--- src/verilog/sme_pkg.sv ---
`default_nettype none

package sme_pkg;

    // ======================================================================
    // Character format
    // ======================================================================

    // One text or pattern character per host write
    localparam int CHAR_W = 8;

    // ======================================================================
    // Pattern metacharacters and separators
    // ======================================================================

    // Anchor at text start or after a space, first pattern element only
    localparam logic [CHAR_W-1:0] HAT_CHAR    = 8'h5E;

    // Anchor at text end or before a space, last pattern element only
    localparam logic [CHAR_W-1:0] DOLLAR_CHAR = 8'h24;

    // Wildcard for any single character
    localparam logic [CHAR_W-1:0] DOT_CHAR    = 8'h2E;

    // Word separator seen by both anchors
    localparam logic [CHAR_W-1:0] SPACE_CHAR  = 8'h20;

endpackage

`default_nettype wire

--- src/verilog/char_buffer.sv ---
`timescale 1ns/1ps
`default_nettype none

module char_buffer #(
    parameter int DEPTH = 34
) (
    input  logic                          clk,
    input  logic                          reset,
    input  logic                          load,
    input  logic                          restart,
    input  logic [sme_pkg::CHAR_W-1:0]    wr_data,
    input  logic [$clog2(DEPTH)-1:0]      rd_addr,
    output logic [sme_pkg::CHAR_W-1:0]    rd_data,
    output logic [$clog2(DEPTH+1)-1:0]    length
);

    localparam int ADDR_W = $clog2(DEPTH);
    localparam int LEN_W  = $clog2(DEPTH + 1);

    localparam logic [LEN_W-1:0]  FULL_LEN  = LEN_W'(DEPTH);
    localparam logic [ADDR_W-1:0] LAST_ADDR = ADDR_W'(DEPTH - 1);

    logic [sme_pkg::CHAR_W-1:0] mem [DEPTH];
    logic [ADDR_W-1:0]          wr_addr;
    logic                       wr_en;
    logic                       full;

    // ======================================================================
    // Write side
    // ======================================================================

    assign full  = (length == FULL_LEN);

    // Restart always lands on entry 0, appends stop once full
    assign wr_en   = restart || (load && !full);
    assign wr_addr = restart ? '0 : length[ADDR_W-1:0];

    always_ff @(posedge clk)
    begin
        if (wr_en)
        begin
            mem[wr_addr] <= wr_data;
        end
    end

    // Number of stored characters
    always_ff @(posedge clk or posedge reset)
    begin
        if (reset)
        begin
            length <= '0;
        end
        else if (restart)
        begin
            length <= LEN_W'(1);
        end
        else if (load && !full)
        begin
            length <= length + 1'b1;
        end
    end

    // ======================================================================
    // Read side
    // ======================================================================

    // Addresses past the last entry read as zero
    assign rd_data = (rd_addr <= LAST_ADDR) ? mem[rd_addr] : '0;

    // Host must not append beyond capacity
    a_no_overflow: assert property (@(posedge clk) disable iff (reset)
        (load && !restart) |-> !full);

endmodule

`default_nettype wire

--- src/verilog/frame_scanner.sv ---
`timescale 1ns/1ps
`default_nettype none

module frame_scanner #(
    parameter int STR_DEPTH = 34,
    parameter int PAT_DEPTH = 8
) (
    input  logic                              clk,
    input  logic                              reset,
    input  logic                              scan_start,
    input  logic [sme_pkg::CHAR_W-1:0]        str_data,
    input  logic [$clog2(STR_DEPTH+1)-1:0]    str_len,
    output logic [$clog2(STR_DEPTH)-1:0]      str_addr,
    input  logic [sme_pkg::CHAR_W-1:0]        pat_data,
    input  logic [$clog2(PAT_DEPTH+1)-1:0]    pat_len,
    output logic [$clog2(PAT_DEPTH)-1:0]      pat_addr,
    output logic                              scan_hit,
    output logic                              scan_miss,
    output logic [$clog2(STR_DEPTH)-1:0]      hit_index
);

    localparam int STR_AW = $clog2(STR_DEPTH);
    localparam int STR_LW = $clog2(STR_DEPTH + 1);
    localparam int PAT_AW = $clog2(PAT_DEPTH);
    localparam int PAT_LW = $clog2(PAT_DEPTH + 1);

    // ======================================================================
    // Scan state
    // ======================================================================

    logic              busy;
    logic [STR_LW-1:0] frame_ptr;
    logic [STR_LW-1:0] text_ptr;
    logic [PAT_LW-1:0] pat_ptr;

    // Character before the current frame is a space
    logic              prev_space;

    logic              frame_done;
    logic              pat_done;
    logic              at_end;
    logic              text_space;
    logic              first_elem;
    logic              last_elem;
    logic              is_hat;
    logic              is_dollar;
    logic              is_any;
    logic              consumes_text;
    logic              step_pass;
    logic              report_hit;
    logic              report_miss;

    assign str_addr = text_ptr[STR_AW-1:0];
    assign pat_addr = pat_ptr[PAT_AW-1:0];

    // ======================================================================
    // Element decode
    // ======================================================================

    assign frame_done = (frame_ptr == str_len);
    assign pat_done   = (pat_ptr == pat_len);
    assign at_end     = (text_ptr == str_len);
    assign text_space = !at_end && (str_data == sme_pkg::SPACE_CHAR);

    assign first_elem = (pat_ptr == '0);
    assign last_elem  = ((pat_ptr + 1'b1) == pat_len);

    // Anchors only count at the pattern edges, elsewhere literal
    assign is_hat    = first_elem && (pat_data == sme_pkg::HAT_CHAR);
    assign is_dollar = last_elem && !is_hat && (pat_data == sme_pkg::DOLLAR_CHAR);
    assign is_any    = (pat_data == sme_pkg::DOT_CHAR);

    assign consumes_text = !is_hat && !is_dollar;

    always_comb
    begin
        if (is_hat)
        begin
            step_pass = (frame_ptr == '0) || prev_space;
        end
        else if (is_dollar)
        begin
            step_pass = at_end || text_space;
        end
        else
        begin
            // Running off the text fails any character element
            step_pass = !at_end && (is_any || (pat_data == str_data));
        end
    end

    assign report_hit  = busy && pat_done && !frame_done;
    assign report_miss = busy && frame_done;

    // ======================================================================
    // Pointer walk
    // ======================================================================

    always_ff @(posedge clk or posedge reset)
    begin
        if (reset)
        begin
            busy       <= 1'b0;
            frame_ptr  <= '0;
            text_ptr   <= '0;
            pat_ptr    <= '0;
            prev_space <= 1'b0;
        end
        else if (scan_start)
        begin
            busy       <= 1'b1;
            frame_ptr  <= '0;
            text_ptr   <= '0;
            pat_ptr    <= '0;
            prev_space <= 1'b0;
        end
        else if (busy)
        begin
            if (frame_done || pat_done)
            begin
                busy <= 1'b0;
            end
            else
            begin
                // First step of a frame reads the frame character,
                // which is what the next frame's anchor needs
                if (first_elem)
                begin
                    prev_space <= text_space;
                end

                if (step_pass)
                begin
                    pat_ptr <= pat_ptr + 1'b1;
                    if (consumes_text)
                    begin
                        text_ptr <= text_ptr + 1'b1;
                    end
                end
                else
                begin
                    // Retry one position further right
                    frame_ptr <= frame_ptr + 1'b1;
                    text_ptr  <= frame_ptr + 1'b1;
                    pat_ptr   <= '0;
                end
            end
        end
    end

    // ======================================================================
    // Result pulses
    // ======================================================================

    always_ff @(posedge clk or posedge reset)
    begin
        if (reset)
        begin
            scan_hit  <= 1'b0;
            scan_miss <= 1'b0;
            hit_index <= '0;
        end
        else
        begin
            scan_hit  <= report_hit;
            scan_miss <= report_miss;
            if (report_hit)
            begin
                hit_index <= frame_ptr[STR_AW-1:0];
            end
        end
    end

    // Character steps never read past the stored text
    a_text_bound: assert property (@(posedge clk) disable iff (reset)
        busy |-> (text_ptr <= str_len));

endmodule

`default_nettype wire

--- src/verilog/sme_ctrl.sv ---
`timescale 1ns/1ps
`default_nettype none

module sme_ctrl #(
    parameter int STR_DEPTH = 34
) (
    input  logic                          clk,
    input  logic                          reset,
    input  logic                          isstring,
    input  logic                          ispattern,
    output logic                          load_str,
    output logic                          restart_str,
    output logic                          load_pat,
    output logic                          restart_pat,
    output logic                          scan_start,
    input  logic                          scan_hit,
    input  logic                          scan_miss,
    input  logic [$clog2(STR_DEPTH)-1:0]  hit_index,
    output logic                          valid,
    output logic                          match,
    output logic [$clog2(STR_DEPTH)-1:0]  match_index
);

    localparam logic [1:0] PH_LOAD = 2'd0;
    localparam logic [1:0] PH_SCAN = 2'd1;
    localparam logic [1:0] PH_DONE = 2'd2;

    logic [1:0] phase;
    logic       loaded;
    logic       str_fresh;
    logic       pat_fresh;
    logic       strobe;
    logic       accept;
    logic       scan_end;

    assign strobe   = isstring || ispattern;
    assign accept   = (phase != PH_SCAN);
    assign scan_end = (phase == PH_SCAN) && (scan_hit || scan_miss);

    // ======================================================================
    // Buffer write steering
    // ======================================================================

    assign restart_str = accept && isstring && str_fresh;
    assign load_str    = accept && isstring && !str_fresh;
    assign restart_pat = accept && ispattern && pat_fresh;
    assign load_pat    = accept && ispattern && !pat_fresh;

    // Next write after reset or a result starts over
    always_ff @(posedge clk or posedge reset)
    begin
        if (reset)
        begin
            str_fresh <= 1'b1;
            pat_fresh <= 1'b1;
        end
        else if (scan_end)
        begin
            str_fresh <= 1'b1;
            pat_fresh <= 1'b1;
        end
        else
        begin
            if (restart_str)
            begin
                str_fresh <= 1'b0;
            end
            if (restart_pat)
            begin
                pat_fresh <= 1'b0;
            end
        end
    end

    // ======================================================================
    // Phase sequencer
    // ======================================================================

    always_ff @(posedge clk or posedge reset)
    begin
        if (reset)
        begin
            phase      <= PH_LOAD;
            loaded     <= 1'b0;
            scan_start <= 1'b0;
        end
        else
        begin
            scan_start <= 1'b0;
            case (phase)
                PH_LOAD, PH_DONE:
                begin
                    // First idle cycle after any load kicks off the scan
                    if (loaded && !strobe)
                    begin
                        phase      <= PH_SCAN;
                        scan_start <= 1'b1;
                        loaded     <= 1'b0;
                    end
                    else
                    begin
                        phase <= PH_LOAD;
                        if (strobe)
                        begin
                            loaded <= 1'b1;
                        end
                    end
                end
                PH_SCAN:
                begin
                    if (scan_end)
                    begin
                        phase <= PH_DONE;
                    end
                end
                default:
                begin
                    phase <= PH_LOAD;
                end
            endcase
        end
    end

    // ======================================================================
    // Result outputs
    // ======================================================================

    assign valid = (phase == PH_DONE);

    always_ff @(posedge clk or posedge reset)
    begin
        if (reset)
        begin
            match       <= 1'b0;
            match_index <= '0;
        end
        else if (scan_end)
        begin
            match       <= scan_hit;
            match_index <= scan_hit ? hit_index : '0;
        end
    end

    a_one_strobe: assert property (@(posedge clk) disable iff (reset)
        !(isstring && ispattern));

    // Host holds off from scan start until the result pulse
    a_quiet_scan: assert property (@(posedge clk) disable iff (reset)
        (phase == PH_SCAN) |-> !strobe);

endmodule

`default_nettype wire

--- src/verilog/sme_top.sv ---
`timescale 1ns/1ps
`default_nettype none

module sme_top #(
    parameter int STR_DEPTH = 34,
    parameter int PAT_DEPTH = 8
) (
    input  logic                          clk,
    input  logic                          reset,
    input  logic [sme_pkg::CHAR_W-1:0]    chardata,
    input  logic                          isstring,
    input  logic                          ispattern,
    output logic                          valid,
    output logic                          match,
    output logic [$clog2(STR_DEPTH)-1:0]  match_index
);

    localparam int STR_AW = $clog2(STR_DEPTH);
    localparam int STR_LW = $clog2(STR_DEPTH + 1);
    localparam int PAT_AW = $clog2(PAT_DEPTH);
    localparam int PAT_LW = $clog2(PAT_DEPTH + 1);

    // ======================================================================
    // Internal nets
    // ======================================================================

    // Buffer write controls
    logic                       load_str;
    logic                       restart_str;
    logic                       load_pat;
    logic                       restart_pat;

    // Scanner read ports
    logic [STR_AW-1:0]          str_addr;
    logic [sme_pkg::CHAR_W-1:0] str_data;
    logic [STR_LW-1:0]          str_len;
    logic [PAT_AW-1:0]          pat_addr;
    logic [sme_pkg::CHAR_W-1:0] pat_data;
    logic [PAT_LW-1:0]          pat_len;

    // Scan handshake
    logic                       scan_start;
    logic                       scan_hit;
    logic                       scan_miss;
    logic [STR_AW-1:0]          hit_index;

    // ======================================================================
    // Storage
    // ======================================================================

    char_buffer #(
        .DEPTH (STR_DEPTH)
    ) str_buffer (
        .clk     (clk),
        .reset   (reset),
        .load    (load_str),
        .restart (restart_str),
        .wr_data (chardata),
        .rd_addr (str_addr),
        .rd_data (str_data),
        .length  (str_len)
    );

    char_buffer #(
        .DEPTH (PAT_DEPTH)
    ) pat_buffer (
        .clk     (clk),
        .reset   (reset),
        .load    (load_pat),
        .restart (restart_pat),
        .wr_data (chardata),
        .rd_addr (pat_addr),
        .rd_data (pat_data),
        .length  (pat_len)
    );

    // ======================================================================
    // Search datapath and sequencing
    // ======================================================================

    frame_scanner #(
        .STR_DEPTH (STR_DEPTH),
        .PAT_DEPTH (PAT_DEPTH)
    ) frame_scanner_i (
        .clk        (clk),
        .reset      (reset),
        .scan_start (scan_start),
        .str_data   (str_data),
        .str_len    (str_len),
        .str_addr   (str_addr),
        .pat_data   (pat_data),
        .pat_len    (pat_len),
        .pat_addr   (pat_addr),
        .scan_hit   (scan_hit),
        .scan_miss  (scan_miss),
        .hit_index  (hit_index)
    );

    sme_ctrl #(
        .STR_DEPTH (STR_DEPTH)
    ) sme_ctrl_i (
        .clk         (clk),
        .reset       (reset),
        .isstring    (isstring),
        .ispattern   (ispattern),
        .load_str    (load_str),
        .restart_str (restart_str),
        .load_pat    (load_pat),
        .restart_pat (restart_pat),
        .scan_start  (scan_start),
        .scan_hit    (scan_hit),
        .scan_miss   (scan_miss),
        .hit_index   (hit_index),
        .valid       (valid),
        .match       (match),
        .match_index (match_index)
    );

endmodule

`default_nettype wire

--- config.mk ---
export PLATFORM = sky130hd
export DESIGN_NAME = sme_top
export DESIGN_NICKNAME = d
export VERILOG_FILES = /design/src/verilog/sme_pkg.sv /design/src/verilog/char_buffer.sv /design/src/verilog/frame_scanner.sv /design/src/verilog/sme_ctrl.sv /design/src/verilog/sme_top.sv
export SDC_FILE = /design/constraint.sdc
export NUM_CORES = 1
export LEC_CHECK = 0
export ABC_AREA = 1
export ABC_CLOCK_PERIOD_IN_PS = 3890
export BUFFER_PORTS_ARGS = -buffer_cell sky130_fd_sc_hd__clkbuf_2
export CELL_PAD_IN_SITES_DETAIL_PLACEMENT = 1
export CELL_PAD_IN_SITES_GLOBAL_PLACEMENT = 2
export CORE_ASPECT_RATIO = 1.25
export CORE_UTILIZATION = 35
export DETAILED_ROUTE_END_ITERATION = 12
export PLACE_DENSITY = 0.8
export SLEW_MARGIN = 25
export SYNTH_ARGS = -nofsm -noshare
export SYNTH_HDL_FRONTEND = slang
export SYNTH_HIERARCHICAL = 1
export SYNTH_SLANG_ARGS = --single-unit
export TNS_END_PERCENT = 50
--- constraint.sdc ---
create_clock -name clk -period 3.89 [get_ports clk]
set_input_delay 0.389 -clock clk [delete_from_list [all_inputs] [get_ports clk]]
set_output_delay 0.389 -clock clk [all_outputs]
set_load 0.05 [all_outputs]
### Word-level counts from Yosys, hierarchy flattened

Memory sizes are Yosys's and may differ from the RTL's.
Index checks and enable logic that the tools add are counted.

| storage, ports and cells | value |
|---|---|
| register bits | 49 |
| bits in writable memories | 336 |
| input port bits | 12 |
| output and inout bits | 8 |
| logic and storage cells | 142 |
| memories | 2 |

Memory list:

| name | depth | width | read ports | clocked after memory_dff | write ports | RTL line | RTL |
|---|---|---|---|---|---|---|---|
| str_buffer.mem | 34 | 8 | 1 | 0 | 1 | char_buffer.sv:23 | `logic [sme_pkg::CHAR_W-1:0] mem [DEPTH];` |
| pat_buffer.mem | 8 | 8 | 1 | 0 | 1 | char_buffer.sv:23 |  |

| cells by class | value |
|---|---|
| add/sub/neg operators | 5 |
| order comparisons | 2 |
| eq/ne operators | 18 |
| mux-type cells | 46 |
| reductions and logical operators | 52 |

Operator list:

| operator | number |
|---|---|
| $mux W6 | 13 |
| $eq A8 B6 Y1 const B | 3 |
| $mux W4 | 6 |
| $mux W1 | 22 |
| $logic_and A1 B1 Y1 | 19 |
| $add A6 B1 Y6 const B | 3 |
| $mux W8 | 2 |
| $reduce_bool A2 Y1 | 7 |
| $eq A6 B6 Y1 | 2 |
| $logic_not A1 Y1 | 9 |
| $reduce_and A3 Y1 | 3 |
| $add A4 B1 Y4 const B | 2 |
| $eq A4 B4 Y1 | 2 |
| $eq A8 B7 Y1 const B | 1 |
| $eq A8 B8 Y1 | 1 |
| $logic_or A1 B1 Y1 | 8 |
| $ne A2 B1 Y1 const B | 4 |
| $eq A6 B6 Y1 const B | 1 |
| $le A6 B6 Y1 const B | 1 |
| $logic_not A6 Y1 | 1 |
| $eq A4 B4 Y1 const B | 1 |
| $logic_not A4 Y1 | 1 |
| $pmux W2 S2 | 1 |
| $reduce_and A2 Y1 | 2 |
| 8 further kinds | 8 |

### Longest topological paths before layout

| logic depth | value |
|---|---|
| depth after elaboration | 14 |
| mapped depth | 27 |
| gate-level depth less buffers | 24 |

### By module

Netlist, hierarchy kept.

By module, submodules not included:

| module | instances | cells each | area each (sq um) | sequential area each (sq um) |
|---|---|---|---|---|
| char_buffer at str_buffer | 1 | 1152 | 11949.0 | 8318.0 |
| char_buffer at pat_buffer | 1 | 263 | 2902.8 | 2021.9 |
| frame_scanner | 1 | 309 | 2088.3 | 650.6 |
| sme_ctrl | 1 | 66 | 591.8 | 327.8 |

### Least setup slack after synthesis

No wires, ideal clock.

| timing | value |
|---|---|
| path kind | reg2reg |
| from | register sme_ctrl_i.phase[0] |
| to | memory str_buffer/mem[14][0] (netlist name), enable pin |
| library setup time | 395 ps |
| arrival | 2253 ps |
| required time | 3495 ps |
| setup slack | 1243 ps |
| cell stages (with the launch flop) | 11 |
| buffers on the path | 1 |
| clock period less this slack | 2647 ps |
| cells stage by stage | dfrtp_1 inv_2 nor2_4 buf_6 nor2_4 inv_2 nor2_1 inv_1 nand2_1 nand2_1 nor4_1 |

| between the ends | value |
|---|---|
| elaborated cells on any way between the ends | 9 |
| those cells by class | eq/ne (1); mux (3); reduce/logical (5) |

RTL lines:

| what | RTL line | RTL |
|---|---|---|
| start: declaration | sme_ctrl.sv:28 | `logic [1:0] phase;` |
| start signal: assignment | sme_ctrl.sv:83 | `phase <= PH_LOAD;` |
| start signal: assignment | sme_ctrl.sv:96 | `phase <= PH_SCAN;` |
| start signal: assignment | sme_ctrl.sv:102 | `phase <= PH_LOAD;` |
| $ne A2 B1 Y1 * | sme_ctrl.sv:37 | `assign accept = (phase != PH_SCAN);` |
| $logic_and A1 B1 Y1 * (2 in a row) | sme_ctrl.sv:44 | `assign restart_str = accept && isstring && str_fresh;` |
| via restart_str | sme_top.sv:29 | `logic restart_str;` |
| $logic_or A1 B1 Y1 | char_buffer.sv:35 | `assign wr_en = restart \|\| (load && !full);` |
| $mux W1 | char_buffer.sv:40 | `if (wr_en)` |
| $mux W1 (not written as such) | char_buffer.sv:42 | `mem[wr_addr] <= wr_data;` |
| end: declaration | char_buffer.sv:23 |  |

Mark *: on every way through the listed nets, which the timed path passes. The rest lies on a longest branch.

### Final worst setup path

| timing | value |
|---|---|
| from | register frame_scanner_i.text_ptr[1], in the netlist frame_scanner_i/str_addr[1] |
| to | register frame_scanner_i.text_ptr[4], in the netlist frame_scanner_i/str_addr[4] |

| between the ends | value |
|---|---|
| cells in the longest elaborated chain, start to end | 11 |
| elaborated cells on any way between the ends | 21 |
| those cells by class | add/sub (1); order compare (1); eq/ne (4); mux (8); reduce/logical (6); memory (1) |

Ends and longest elaborated chain:

| what | RTL line | RTL |
|---|---|---|
| start: declaration | frame_scanner.sv:33 | `logic [STR_LW-1:0] text_ptr;` |
| start signal: assignment | frame_scanner.sv:137 | `text_ptr <= text_ptr + 1'b1;` |
| start signal: assignment | frame_scanner.sv:144 | `text_ptr <= frame_ptr + 1'b1;` |
| $mem_v2 Z34 W8 / $le A6 B6 Y1 (equally long branches) | - |  |
| $mux W8 * | char_buffer.sv:68 | `assign rd_data = (rd_addr <= LAST_ADDR) ? mem[rd_addr] : '0;` |
| via str_data (one bit) | sme_top.sv:35 | `logic [sme_pkg::CHAR_W-1:0] str_data;` |
| $eq A8 B8 Y1 / $eq A8 B6 Y1 (equally long branches) | frame_scanner.sv:88, frame_scanner.sv:63 |  |
| $logic_or A1 B1 Y1 / $logic_and A1 B1 Y1 (equally long branches) | frame_scanner.sv:88, frame_scanner.sv:63 |  |
| $logic_and A1 B1 Y1 / $logic_or A1 B1 Y1 (equally long branches) | frame_scanner.sv:88, frame_scanner.sv:83 |  |
| $mux W1 * | frame_scanner.sv:81 | `else if (is_dollar)` |
| $mux W1 * | frame_scanner.sv:77 | `if (is_hat)` |
| $mux W6 | frame_scanner.sv:132 | `if (step_pass)` |
| $mux W6 | frame_scanner.sv:119 | `if (frame_done \|\| pat_done)` |
| $mux W6 | frame_scanner.sv:117 | `else if (busy)` |
| $mux W6 | frame_scanner.sv:109 | `else if (scan_start)` |

Mark *: on every way through the listed nets, which the timed path passes. The rest lies on a longest branch. The select of a mux whose other input is x is not followed.
A chain may end at the register's enable or synchronous reset.

==> flow_metrics.env <==
export IMPL_synth_simple_area_share=0.230
export IMPL_start_util=0.355
export IMPL_antenna_found_initial=1
export IMPL_startpoint_type="flip-flop"
export IMPL_cap_viol_max_count=0
export IMPL_syn_num_nets=1811
export IMPL_cts_tree="done"
export IMPL_viasPerCell=4.96
export IMPL_synth_cells=1790
export IMPL_wl_per_cell_um=19.8
export IMPL_hold_viol=0
export IMPL_place_area_um2=18500
export IMPL_grt_pass1_wl_um=76600
export IMPL_synth_edf_count=336
export IMPL_ant_nets=0
export IMPL_clk_pin_slew_ns=0.06
export IMPL_synth_area_mux_share=0
export IMPL_synth_compound_area_frac=0.0413
export IMPL_cts_htree_levels=2
export IMPL_ys_ff_latch=385
export IMPL_fp_dieW_um=202
export IMPL_hold_class="in -> reg"
export IMPL_port_buffers=19
export IMPL_r2r_start="frame_scanner_i/str_addr[1]"
export IMPL_outcome="completed"
export IMPL_cts_hold_buf=1
export IMPL_regToRegEndpoint="frame_scanner_i/str_addr[4]"
export IMPL_finClkSkew_ns=0.0312
export IMPL_critPathCaptureType="flip-flop"
export IMPL_fmax_mhz=283
export IMPL_critPathKind="reg -> reg"
export IMPL_min_from="isstring"
export IMPL_r2r_worst_path_cells=20
export IMPL_finalInstanceArea_um2=19800
export IMPL_die_area_um2=51000
export IMPL_yosys_area_share_adder=0.00642
export IMPL_cts_sinks=385
export IMPL_pin_count=20
export IMPL_layoutNonFillerInstCount=2514
export IMPL_area_growth_pct=12.7
export IMPL_clk_path_buf_depth=3
export IMPL_hold_depth=4
export IMPL_num_vias=12500
export IMPL_min_period_ns=3.53
export IMPL_drc=0
export IMPL_max_slew_margin=0.289
export IMPL_yosysUniqueCellTypes=41
export IMPL_die_h_um=252
export IMPL_synth_ff_type="edfxtp_1"
export IMPL_gp_congestion=0.866
export IMPL_num_antenna_cells=0
export IMPL_worstHoldEndpoint="sme_ctrl_i/str_fresh"
export IMPL_dr_first_iter_drc_count=726
export IMPL_seq_area_frac_synth=0.646
export IMPL_clk_latency_ns=0.57
export IMPL_setup_violations=0
export IMPL_cts_root_buf="clkbuf_16"
export IMPL_worstMarginPinSlew_ns=1.07
export IMPL_p_leak_uw=0.00798
export IMPL_final_max_slew_viol_count=0
export IMPL_synth_largest_area_cell="edfxtp_1"
export IMPL_synthArstFlopShare=0.127
export IMPL_rows=91
export IMPL_grt_max_degree=79
export IMPL_rsz0062_at_grt="false"
export IMPL_postCtsSetupBuffers=0
export IMPL_cts_resized=0
export IMPL_synth_xor_area_frac=0.00699
export IMPL_wirelength_um=49700
export IMPL_drive_gt1_frac=0.105
export IMPL_grt_use_total=0.197
export IMPL_finalSetupTns_ns=0
export IMPL_syn_area_per_cell_um2=9.79
export IMPL_synth_top_family_by_area="simple AND/OR/NAND/NOR gates"
export IMPL_r2r_setup_slack_ns=0.36
export IMPL_yosysWarningCount=6
export IMPL_first_pass_iters=5
export IMPL_crit_required_ns=4.34
export IMPL_layout_nets=1856
export IMPL_cts_buffers=40
export IMPL_dp_cells=2443
export IMPL_hpwl_um=33000
export IMPL_period_share=0.908
export IMPL_p_per_area_nw_per_um2=419
export IMPL_critPathArrivalTime_ns=3.98
export IMPL_syn_cell_area_um2=17500
export IMPL_grt_pass1_vias=13000
export IMPL_grt_ovfl_total=0
export IMPL_synthTopCellsByArea="edfxtp_1, nand2_1, dfrtp_1"
export IMPL_ys_top_cells_by_count="nand2_1, edfxtp_1, inv_1"
export IMPL_critPathMaxFanout=36
export IMPL_synth_most_common_cell="nand2_1"
export IMPL_yosysTopAreaCellShare=0.576
export IMPL_vdd_drop_max_mv=0.308
export IMPL_design_core_area_um2=49400
==> worst max-delay path, stage by stage, from the launching register on <==
cell and delay (ns):
dfrtp_2 0.45, inv_2 0.38, buf_12 0.29, nand2_1 0.09, a21oi_1 0.27, nor2_1 0.09
nand2_1 0.14, nand3_1 0.10, a21oi_1 0.22, xnor2_1 0.16, nand2_1 0.07, nor2_1 0.14
nand2_1 0.08, nand2_1 0.06, nand2_1 0.06, nand2_2 0.25, nand3_2 0.19, nand2_4 0.15
nand2_1 0.08, nand2_1 0.07, nand2_1 0.05
==> layer usage <==
| metal | part of all wire | wire length (um) | vias up | global-route usage |
|---|---|---|---|---|
| met3 | 0.036 | 1760 | 105 | 0.0224 |
| met1 | 0.43 | 21400 | 6209 | 0.249 |
| met5 | 0 | 0 | - | 0 |
| met2 | 0.50 | 24700 | 237 | 0.342 |
| met4 | 0.036 | 1780 | 0 | 0.0801 |
| li1 | - | - | 5925 | - |
==> state kept, by name (all words and copies together) (netlist names), 2 cells and up <==
signal	count
str_buffer/mem	272
pat_buffer/mem	64
frame_scanner_i/frame_ptr	6
frame_scanner_i/hit_index	6
frame_scanner_i/str_addr	6
sme_ctrl_i/match_index	6
str_buffer/length	6
frame_scanner_i/pat_ptr	4
pat_buffer/length	4
sme_ctrl_i/phase	2
==> cell usage in the layout, fill, tap and decap left out, types with 8 or more instances in the layout <==
master and n:
nand4_1 20, dfrtp_1 45, clkinv_1 10, edfxtp_1 336
inv_2 15, ha_1 9, clkbuf_16 41, o21ai_0 39
nor3_1 11, o21ai_1 38, clkbuf_2 18, nor2_1 162
a21oi_1 53, buf_4 45, nand3_1 135, nand2_2 21
inv_1 196, nand2_1 583, clkbuf_1 8
==> per-stage QoR <==
step	hold WS (ns)	setup WS (ns)	total power [uW]	util
2_1_floorplan	0.155	1.24	4630	-
3_3_place_gp	0.384	0.400	4730	0.375
3_5_place_dp	0.382	0.343	4740	0.375
4_1_cts	0.120	0.333	8380	0.400
5_1_grt	0.156	0.0184	8500	0.400
6_report	0.144	0.357	8280	0.400
==> power by group <==
part           leakage, uW  internal [uW]  switching, uW
Clock             0.000595           2020           1610
Sequential         0.00367           4500           9.79
Combinational      0.00371           23.9            118
==> layout make-up <==
| type | count | area [um2] |
|---|---|---|
| Fill cell | 5660 | 29600 |
| Sequential cell | 385 | 11300 |
| Multi-Input combinational cell | 1122 | 5020 |
| Clock buffer | 50 | 1060 |
| Tap cell | 651 | 815 |
| Inverter | 214 | 806 |
| Timing Repair Buffer | 72 | 583 |
| Clock inverter | 20 | 156 |
==> worst max-delay path by stage <==
| stage | from | to | slack (ns) | cells past startpoint |
|---|---|---|---|---|
| after global placement | frame_scanner_i/str_addr[1] | frame_scanner_i/str_addr[4] | 0.40 | 20 |
| after CTS | frame_scanner_i/str_addr[0] | frame_scanner_i/str_addr[4] | 0.33 | 26 |
| after global routing | frame_scanner_i/str_addr[0] | frame_scanner_i/str_addr[5] | 0.02 | 26 |
| final | frame_scanner_i/str_addr[1] | frame_scanner_i/str_addr[4] | 0.36 | 20 |
| after detailed placement | frame_scanner_i/str_addr[0] | frame_scanner_i/str_addr[4] | 0.34 | 22 |
| after floorplan | sme_ctrl_i/phase[0] | str_buffer/mem[14][0] | 1.24 | 10 |
==> cells by family after synthesis <==
logic type | Yosys count
compound gates | 138
simple gates | 961
flops | 385
xor+xnor | 14
fa+ha+maj | 9
buf+inv | 283
(Power assumes the default switching activity.)
